`src/logic/mem_defines.svh`:
```
`ifndef MEM_DEFINES_SVH
`define MEM_DEFINES_SVH

// number of 32-bit words in the scratchpad
`define MEM_WORDS 64

// byte address width, covers MEM_WORDS * 4 bytes
`define ADDR_W 8

`define DATA_W 32

// byte lanes per word
`define LANES 4

`endif

```
`src/logic/mem_pkg.sv`:
```
`include "mem_defines.svh"

package mem_pkg;

  // bit 4 marks the atomics, bit 3 the stores
  typedef enum logic [4:0] {
    LB      = 5'h00,
    LH      = 5'h01,
    LW      = 5'h02,
    LBU     = 5'h04,
    LHU     = 5'h05,
    LM      = 5'h07,
    SB      = 5'h08,
    SH      = 5'h09,
    SW      = 5'h0a,
    SM      = 5'h0b,
    AMOSWAP = 5'h10,
    AMOADD  = 5'h11,
    AMOXOR  = 5'h12,
    AMOAND  = 5'h13,
    AMOOR   = 5'h14,
    AMOMIN  = 5'h15,
    AMOMAX  = 5'h16,
    AMOMINU = 5'h17,
    AMOMAXU = 5'h18
  } opcode_e;

  // one data word, seen whole or as byte lanes
  typedef union packed {
    logic [`DATA_W-1:0]     word;
    logic [`LANES-1:0][7:0] lanes;
  } word_u;

endpackage

```
`src/logic/byte_lane.sv`:
```
`include "mem_defines.svh"

module byte_lane (
  input  logic               clk_i,
  input  logic               reset_i,
  input  logic               re_i,
  input  logic [`ADDR_W-3:0] rd_idx_i,
  input  logic               we_i,
  input  logic [`ADDR_W-3:0] wr_idx_i,
  input  logic [7:0]         wdata_i,
  output logic [7:0]         rdata_o
);

  logic [7:0] mem_r [`MEM_WORDS];

  always_ff @(posedge clk_i) begin
    if (reset_i) begin
      for (int i = 0; i < `MEM_WORDS; i++) begin
        mem_r[i] <= '0;
      end
      rdata_o <= '0;
    end else begin
      if (we_i) begin
        mem_r[wr_idx_i] <= wdata_i;
      end
      // read data holds until the next accepted request
      if (re_i) begin
        rdata_o <= mem_r[rd_idx_i];
      end
    end
  end

endmodule

```
`src/logic/req_decode.sv`:
```
`include "mem_defines.svh"

module req_decode (
  input  logic               clk_i,
  input  logic               reset_i,
  input  logic               v_i,
  input  mem_pkg::opcode_e   opcode_i,
  input  logic [`ADDR_W-1:0] addr_i,
  input  logic [`DATA_W-1:0] data_i,
  input  logic [`LANES-1:0]  mask_i,
  input  logic               stall_i,
  input  logic               amo_we_i,
  input  logic [`ADDR_W-3:0] amo_idx_i,
  input  logic [`DATA_W-1:0] amo_word_i,
  output logic               ready_o,
  output logic               accept_o,
  output logic               lane_we_o [`LANES],
  output mem_pkg::word_u     lane_wdata_o,
  output logic [`ADDR_W-3:0] rd_idx_o,
  output logic [`ADDR_W-3:0] wr_idx_o,
  output logic [`ADDR_W-3:0] idx_o,
  output mem_pkg::opcode_e   op_o,
  output logic [1:0]         off_o,
  output logic [`LANES-1:0]  mask_o,
  output logic [`DATA_W-1:0] reqdata_o
);

  logic              live_r;
  logic              is_store;
  logic [`LANES-1:0] st_mask;
  mem_pkg::word_u    src_data;
  mem_pkg::word_u    st_data;

  // ready comes up the first cycle after reset
  always_ff @(posedge clk_i) begin
    if (reset_i) begin
      live_r <= 1'b0;
    end else begin
      live_r <= 1'b1;
    end
  end

  assign ready_o  = live_r & ~stall_i;
  assign accept_o = v_i & ready_o;
  assign rd_idx_o = addr_i[`ADDR_W-1:2];
  assign src_data = data_i;

  // store byte enables, halfword and byte data copied to every lane they may hit
  always_comb begin
    is_store = 1'b1;
    st_mask  = '0;
    st_data  = src_data;
    case (opcode_i)
      mem_pkg::SW: st_mask = '1;
      mem_pkg::SH: begin
        st_mask = addr_i[1] ? 4'b1100 : 4'b0011;
        for (int i = 0; i < `LANES; i++) begin
          st_data.lanes[i] = src_data.lanes[i % 2];
        end
      end
      mem_pkg::SB: begin
        st_mask = `LANES'(1) << addr_i[1:0];
        for (int i = 0; i < `LANES; i++) begin
          st_data.lanes[i] = src_data.lanes[0];
        end
      end
      mem_pkg::SM: st_mask = mask_i;
      default: is_store = 1'b0;
    endcase
  end

  // atomic write-back takes the write port over a store
  always_comb begin
    for (int i = 0; i < `LANES; i++) begin
      lane_we_o[i] = amo_we_i | (accept_o & is_store & st_mask[i]);
    end
    if (amo_we_i) begin
      lane_wdata_o = amo_word_i;
      wr_idx_o     = amo_idx_i;
    end else begin
      lane_wdata_o = st_data;
      wr_idx_o     = rd_idx_o;
    end
  end

  // fields that travel alongside the lane read
  always_ff @(posedge clk_i) begin
    if (accept_o) begin
      idx_o     <= rd_idx_o;
      op_o      <= opcode_i;
      off_o     <= addr_i[1:0];
      mask_o    <= mask_i;
      reqdata_o <= data_i;
    end
  end

  // the in-flight atomic holds ready low, so no store lands on its write-back
  a_store_vs_amo: assert property (@(posedge clk_i) disable iff (reset_i)
    amo_we_i |-> !(accept_o && is_store));

endmodule

```
`src/logic/resp_align.sv`:
```
`include "mem_defines.svh"

module resp_align (
  input  logic               clk_i,
  input  logic               reset_i,
  input  logic               accept_i,
  input  mem_pkg::opcode_e   op_i,
  input  logic [1:0]         off_i,
  input  logic [`LANES-1:0]  mask_i,
  input  logic [`DATA_W-1:0] reqdata_i,
  input  logic [`ADDR_W-3:0] idx_i,
  input  logic [7:0]         lane_rdata_i [`LANES],
  input  logic               yumi_i,
  output logic               stall_o,
  output logic               amo_we_o,
  output logic [`ADDR_W-3:0] amo_idx_o,
  output logic [`DATA_W-1:0] amo_word_o,
  output logic               v_o,
  output logic [`DATA_W-1:0] data_o
);

  logic               fly_v_r;
  logic               fly_adv;
  logic               is_amo;
  logic [`DATA_W-1:0] old_word;
  logic [`DATA_W-1:0] mask_word;
  logic [`DATA_W-1:0] result;
  logic [`DATA_W-1:0] new_word;
  logic [7:0]         byte_sel;
  logic [15:0]        half_sel;

  always_comb begin
    for (int i = 0; i < `LANES; i++) begin
      old_word[8*i +: 8]  = lane_rdata_i[i];
      mask_word[8*i +: 8] = {8{mask_i[i]}};
    end
  end

  assign byte_sel = old_word[8*off_i +: 8];
  assign half_sel = old_word[16*off_i[1] +: 16];

  // response word, stores answer zero
  always_comb begin
    is_amo = 1'b0;
    case (op_i)
      mem_pkg::LW:  result = old_word;
      mem_pkg::LH:  result = {{16{half_sel[15]}}, half_sel};
      mem_pkg::LB:  result = {{24{byte_sel[7]}}, byte_sel};
      mem_pkg::LHU: result = {16'b0, half_sel};
      mem_pkg::LBU: result = {24'b0, byte_sel};
      mem_pkg::LM:  result = old_word & mask_word;
      mem_pkg::AMOSWAP, mem_pkg::AMOADD, mem_pkg::AMOXOR, mem_pkg::AMOAND,
      mem_pkg::AMOOR, mem_pkg::AMOMIN, mem_pkg::AMOMAX, mem_pkg::AMOMINU,
      mem_pkg::AMOMAXU: begin
        is_amo = 1'b1;
        result = old_word;
      end
      default: result = '0;
    endcase
  end

  always_comb begin
    case (op_i)
      mem_pkg::AMOSWAP: new_word = reqdata_i;
      mem_pkg::AMOADD:  new_word = reqdata_i + old_word;
      mem_pkg::AMOXOR:  new_word = reqdata_i ^ old_word;
      mem_pkg::AMOAND:  new_word = reqdata_i & old_word;
      mem_pkg::AMOOR:   new_word = reqdata_i | old_word;
      mem_pkg::AMOMIN:
        new_word = ($signed(reqdata_i) < $signed(old_word)) ? reqdata_i : old_word;
      mem_pkg::AMOMAX:
        new_word = ($signed(reqdata_i) > $signed(old_word)) ? reqdata_i : old_word;
      mem_pkg::AMOMINU: new_word = (reqdata_i < old_word) ? reqdata_i : old_word;
      mem_pkg::AMOMAXU: new_word = (reqdata_i > old_word) ? reqdata_i : old_word;
      default:          new_word = old_word;
    endcase
  end

  // in-flight item moves on when the output register frees up
  assign fly_adv    = fly_v_r & (~v_o | yumi_i);
  assign stall_o    = (v_o & ~yumi_i) | (fly_v_r & is_amo);
  assign amo_we_o   = fly_adv & is_amo;
  assign amo_idx_o  = idx_i;
  assign amo_word_o = new_word;

  always_ff @(posedge clk_i) begin
    if (reset_i) begin
      fly_v_r <= 1'b0;
      v_o     <= 1'b0;
    end else begin
      if (accept_i) begin
        fly_v_r <= 1'b1;
      end else if (fly_adv) begin
        fly_v_r <= 1'b0;
      end
      if (fly_adv) begin
        v_o <= 1'b1;
      end else if (yumi_i) begin
        v_o <= 1'b0;
      end
    end
  end

  always_ff @(posedge clk_i) begin
    if (fly_adv) begin
      data_o <= result;
    end
  end

  a_hold_out: assert property (@(posedge clk_i) disable iff (reset_i)
    (v_o && !yumi_i) |=> (v_o && $stable(data_o)));

endmodule

```
`src/logic/word_mem_top.sv`:
```
`include "mem_defines.svh"

module word_mem_top (
  input  logic               clk_i,
  input  logic               reset_i,
  input  logic               v_i,
  input  mem_pkg::opcode_e   opcode_i,
  input  logic [`ADDR_W-1:0] addr_i,
  input  logic [`DATA_W-1:0] data_i,
  input  logic [`LANES-1:0]  mask_i,
  input  logic               yumi_i,
  output logic               ready_o,
  output logic               v_o,
  output logic [`DATA_W-1:0] data_o
);

  logic               accept;
  logic               lane_we [`LANES];
  mem_pkg::word_u     lane_wdata;
  logic [7:0]         lane_rdata [`LANES];
  logic [`ADDR_W-3:0] rd_idx;
  logic [`ADDR_W-3:0] wr_idx;
  logic [`ADDR_W-3:0] idx;
  mem_pkg::opcode_e   op;
  logic [1:0]         off;
  logic [`LANES-1:0]  mask;
  logic [`DATA_W-1:0] reqdata;
  logic               stall;
  logic               amo_we;
  logic [`ADDR_W-3:0] amo_idx;
  logic [`DATA_W-1:0] amo_word;

  req_decode req_decode_inst (
    .clk_i        (clk_i),
    .reset_i      (reset_i),
    .v_i          (v_i),
    .opcode_i     (opcode_i),
    .addr_i       (addr_i),
    .data_i       (data_i),
    .mask_i       (mask_i),
    .stall_i      (stall),
    .amo_we_i     (amo_we),
    .amo_idx_i    (amo_idx),
    .amo_word_i   (amo_word),
    .ready_o      (ready_o),
    .accept_o     (accept),
    .lane_we_o    (lane_we),
    .lane_wdata_o (lane_wdata),
    .rd_idx_o     (rd_idx),
    .wr_idx_o     (wr_idx),
    .idx_o        (idx),
    .op_o         (op),
    .off_o        (off),
    .mask_o       (mask),
    .reqdata_o    (reqdata)
  );

  for (genvar i = 0; i < `LANES; i++) begin : g_lane
    byte_lane byte_lane_inst (
      .clk_i    (clk_i),
      .reset_i  (reset_i),
      .re_i     (accept),
      .rd_idx_i (rd_idx),
      .we_i     (lane_we[i]),
      .wr_idx_i (wr_idx),
      .wdata_i  (lane_wdata.word[8*i +: 8]),
      .rdata_o  (lane_rdata[i])
    );
  end

  resp_align resp_align_inst (
    .clk_i        (clk_i),
    .reset_i      (reset_i),
    .accept_i     (accept),
    .op_i         (op),
    .off_i        (off),
    .mask_i       (mask),
    .reqdata_i    (reqdata),
    .idx_i        (idx),
    .lane_rdata_i (lane_rdata),
    .yumi_i       (yumi_i),
    .stall_o      (stall),
    .amo_we_o     (amo_we),
    .amo_idx_o    (amo_idx),
    .amo_word_o   (amo_word),
    .v_o          (v_o),
    .data_o       (data_o)
  );

endmodule

```
`config.mk`:
```
export PLATFORM = sky130hd
export DESIGN_NAME = word_mem_top
export DESIGN_NICKNAME = d
export VERILOG_FILES = /design/src/logic/mem_pkg.sv /design/src/logic/byte_lane.sv /design/src/logic/req_decode.sv /design/src/logic/resp_align.sv /design/src/logic/word_mem_top.sv
export VERILOG_INCLUDE_DIRS = /design/src /design/src/logic
export SDC_FILE = /design/constraint.sdc
export NUM_CORES = 2
export LEC_CHECK = 0
export BUFFER_PORTS_ARGS = -buffer_cell sky130_fd_sc_hd__buf_4
export CAP_MARGIN = 20
export CORE_MARGIN = 3
export CORE_UTILIZATION = 55
export CTS_CLUSTER_SIZE = 25
export DETAILED_ROUTE_END_ITERATION = 8
export PLACE_DENSITY = 0.71
export SYNTH_ARGS = -nofsm -noshare
export SYNTH_HDL_FRONTEND = slang
export SYNTH_SLANG_ARGS = --single-unit
```
`constraint.sdc`:
```
create_clock -name clk_i -period 7.2 [get_ports clk_i]
set_input_delay 1.44 -clock clk_i [delete_from_list [all_inputs] [get_ports clk_i]]
set_output_delay 1.44 -clock clk_i [all_outputs]
set_load 0.02 [all_outputs]
```
==> results.sh <==
export IMPL_status="completed"
export IMPL_io_buffers=86
export IMPL_fillers=13256
export IMPL_ys_async_sr_fraction_pct=0
export IMPL_grt_usage_pct=33.4
export IMPL_cp_common_cell="buf_4"
export IMPL_total_power_mw=27.7
export IMPL_power_leakage_nw=39.0
export IMPL_root_buffer="clkbuf_16"
export IMPL_tns_ps=0
export IMPL_max_cap_viol_count=0
export IMPL_drcViolationCount=0
export IMPL_ys_seq_area_share_pct=64.3
export IMPL_ir_drop_mv=0.283
export IMPL_start_kind="register"
export IMPL_postRouteAntennaNets=0
export IMPL_ys_types=88
export IMPL_fmax_mhz=160
export IMPL_start_util_pct=55.5
export IMPL_slowest_delay_ps=740
export IMPL_final_common_cell="edfxtp_1"
export IMPL_hold_class="register to register"
export IMPL_ys_warn_count=0
export IMPL_num_vias=66350
export IMPL_synth_area_top_cells="edfxtp_1 (64%), mux4_2 (15%), nor2_1 (7.0%)"
export IMPL_area_delta_synth_final_pct=10.3
export IMPL_vias_per_cell=6.77
export IMPL_final_util_pct=61.2
export IMPL_synth_seq_cells=2164
export IMPL_postCtsHoldBufs=0
export IMPL_die_h_um=434
export IMPL_drive_above_1_share_pct=18.5
export IMPL_hold_viol_final=0
export IMPL_crit_path_start="g_lane[3].byte_lane_inst.rdata_o[7]"
export IMPL_htree_num_levels=4
export IMPL_finalSetupViolations=0
export IMPL_crit_type="register to register"
export IMPL_cts_tree="yes"
export IMPL_clk_pin_slew_worst_paths_ps=60
export IMPL_rsz0062_at_grt="no"
export IMPL_reg2reg_from="g_lane[3].byte_lane_inst.rdata_o[7]"
export IMPL_fin_cells=9798
export IMPL_io_pins=87
export IMPL_synth_nets=7408
export IMPL_cts_made_buffers=214
export IMPL_placed_cells=9374
export IMPL_worst_slew_pin_slew_ps=1250
export IMPL_synth_edf_count=2129
export IMPL_final_cell_mix="edfxtp_1 (2129), nor2_1 (1855), nand2_1 (690)"
export IMPL_drt_initial_drc_count=10577
export IMPL_firstDrtPassIters=6
export IMPL_syn_mean_instance_area_sq_um=13.9
export IMPL_yosysTopAreaCell="edfxtp_1"
export IMPL_fin_crit_sh_pct=86.7
export IMPL_routed_wl_mm=312
export IMPL_worst_ep_required_time_ps=7770
export IMPL_worst_endpoint_arrival_ps=6810
export IMPL_clock_skew_ps=33.9
export IMPL_rows=156
export IMPL_core_sq_um=181000
export IMPL_finalCriticalPeriod_ps=6240
export IMPL_clock_sinks=2164
export IMPL_syn_area_sq_um=101000
export IMPL_layout_nets=7374
export IMPL_gp_congestion=0.960
export IMPL_worstHoldStart="resp_align_inst.fly_v_r"
export IMPL_hold_ws_ps=494
export IMPL_cts_setup_buffers=0
export IMPL_crit_chain="inv_1, ha_1, nor4_2, a21boi_1, nor4_4, buf_4, a21oi_2, buf_4, mux2i_1, o221ai_1, o32ai_4, buf_4, nor2_1"
export IMPL_syn_inst=7258
export IMPL_dieArea_sq_um=188000
export IMPL_cp_max_fo=64
export IMPL_synth_flop_cell="edfxtp_1"
export IMPL_grt_pass1_wl_mm=450
export IMPL_grt_max_degree=142
export IMPL_antenna_found_initial=27
export IMPL_die_w_um=434
export IMPL_cts_resized_gates=0
export IMPL_dp_hpwl_mm=203
export IMPL_clk_path_buf_depth=3
export IMPL_grt_overflow_total=0
export IMPL_detail_route_wl_per_cell_um=31.8
export IMPL_cellPowerDensity_nw_per_um2=249
export IMPL_slew_violations=0
export IMPL_endpoint_kind="register"
export IMPL_slew_headroom_pct=16.4
export IMPL_synth_top_area_share_pct=63.6
export IMPL_slowest_stage="buf_4"
export IMPL_insertion_delay_ps=870
export IMPL_grt_pass1_vias=64144
final timing paths:
| path | end | slack (ps) | cells after the start |
|---|---|---|---|
| min reg2reg | resp_align_inst.fly_v_r | 490 | 2 |
| max | g_lane[0].byte_lane_inst.mem_r[46][5] | 960 | 13 |
| min | resp_align_inst.fly_v_r | 490 | 2 |
| max reg2reg | g_lane[0].byte_lane_inst.mem_r[46][5] | 960 | 13 |
cells by family (layout without fill, tap and decap cells):
logic type,count (synthesis),count (layout),share of synthesized area [%]
compound gates,479,479,3.45
xor+xnor,21,21,0.183
fa+ha+maj,97,97,1.21
buf+inv,640,777,2.66
flops,2164,2164,64.3
mux,735,735,15.6
other cells,0,33,0
simple gates,3122,3122,12.6
flip-flops by register name (all words and copies together), names as in the netlist, 2 cells and up:
register / flops
resp_align_inst.data_o: 32
g_lane.byte_lane_inst.mem_r: 2048
g_lane.byte_lane_inst.rdata_o: 32
req_decode_inst.off_o: 2
req_decode_inst.mask_o: 4
req_decode_inst.reqdata_o: 32
req_decode_inst.idx_o: 6
req_decode_inst.op_o: 5
critical path: cells and delay by family (launching register included):
family / cells / cell delay, ps
AOI/OAI and AO/OA: 4 / 1770
adders and majority gates: 1 / 600
buffers and inverters: 4 / 1610
muxes: 1 / 240
and+or+nand+nor: 3 / 1000
DFF: 1 / 620
cells in the mapped netlist (50+ instances only):
library cell / n
edfxtp_1: 2129
inv_1: 92
ha_1: 96
mux2i_1: 51
o21ai_0: 50
buf_1: 82
nor3_1: 382
mux4_2: 667
clkbuf_1: 281
nand3_1: 63
nand2_1: 691
buf_2: 163
nor2_1: 1867
a21oi_1: 150
metrics by stage:
| stage | area (sq um) | setup slack (ps) |
|---|---|---|
| after detailed placement | 104000 | 1260 |
| final | 111000 | 958 |
| after global placement | 104000 | 1400 |
| after CTS | 111000 | 1200 |
| after floorplan | 101000 | 2470 |
| after global routing | 111000 | 818 |
metal layers:
metal	vias up	wire length, um	part of all wire (%)	global-route usage, %
met4	22	17600	5.7	16.6
met1	33438	112000	36	46.9
met3	775	43700	14	8.80
met5	-	147	0.047	0.156
li1	27131	-	-	-
met2	4984	139000	44	48.7
where the power goes:
part / internal, mW / switching [mW]
registers: 14.2 / 0.167
clock network: 6.04 / 4.79
logic: 0.815 / 1.65
total: 21.1 / 6.60
layout make-up:
cell class,instances,area (sq um),share of cell area (%)
Antenna cell,33,82.6,0.0745
Clock buffer,264,5690,5.13
Clock inverter,123,978,0.882
Sequential cell,2164,64600,58.3
Timing Repair Buffer,295,2420,2.18
Tap cell,2370,2970,2.67
Multi-Input combinational cell,4454,33800,30.4
Inverter,95,365,0.329
No activity file was read; power rests on OpenSTA's default activity.
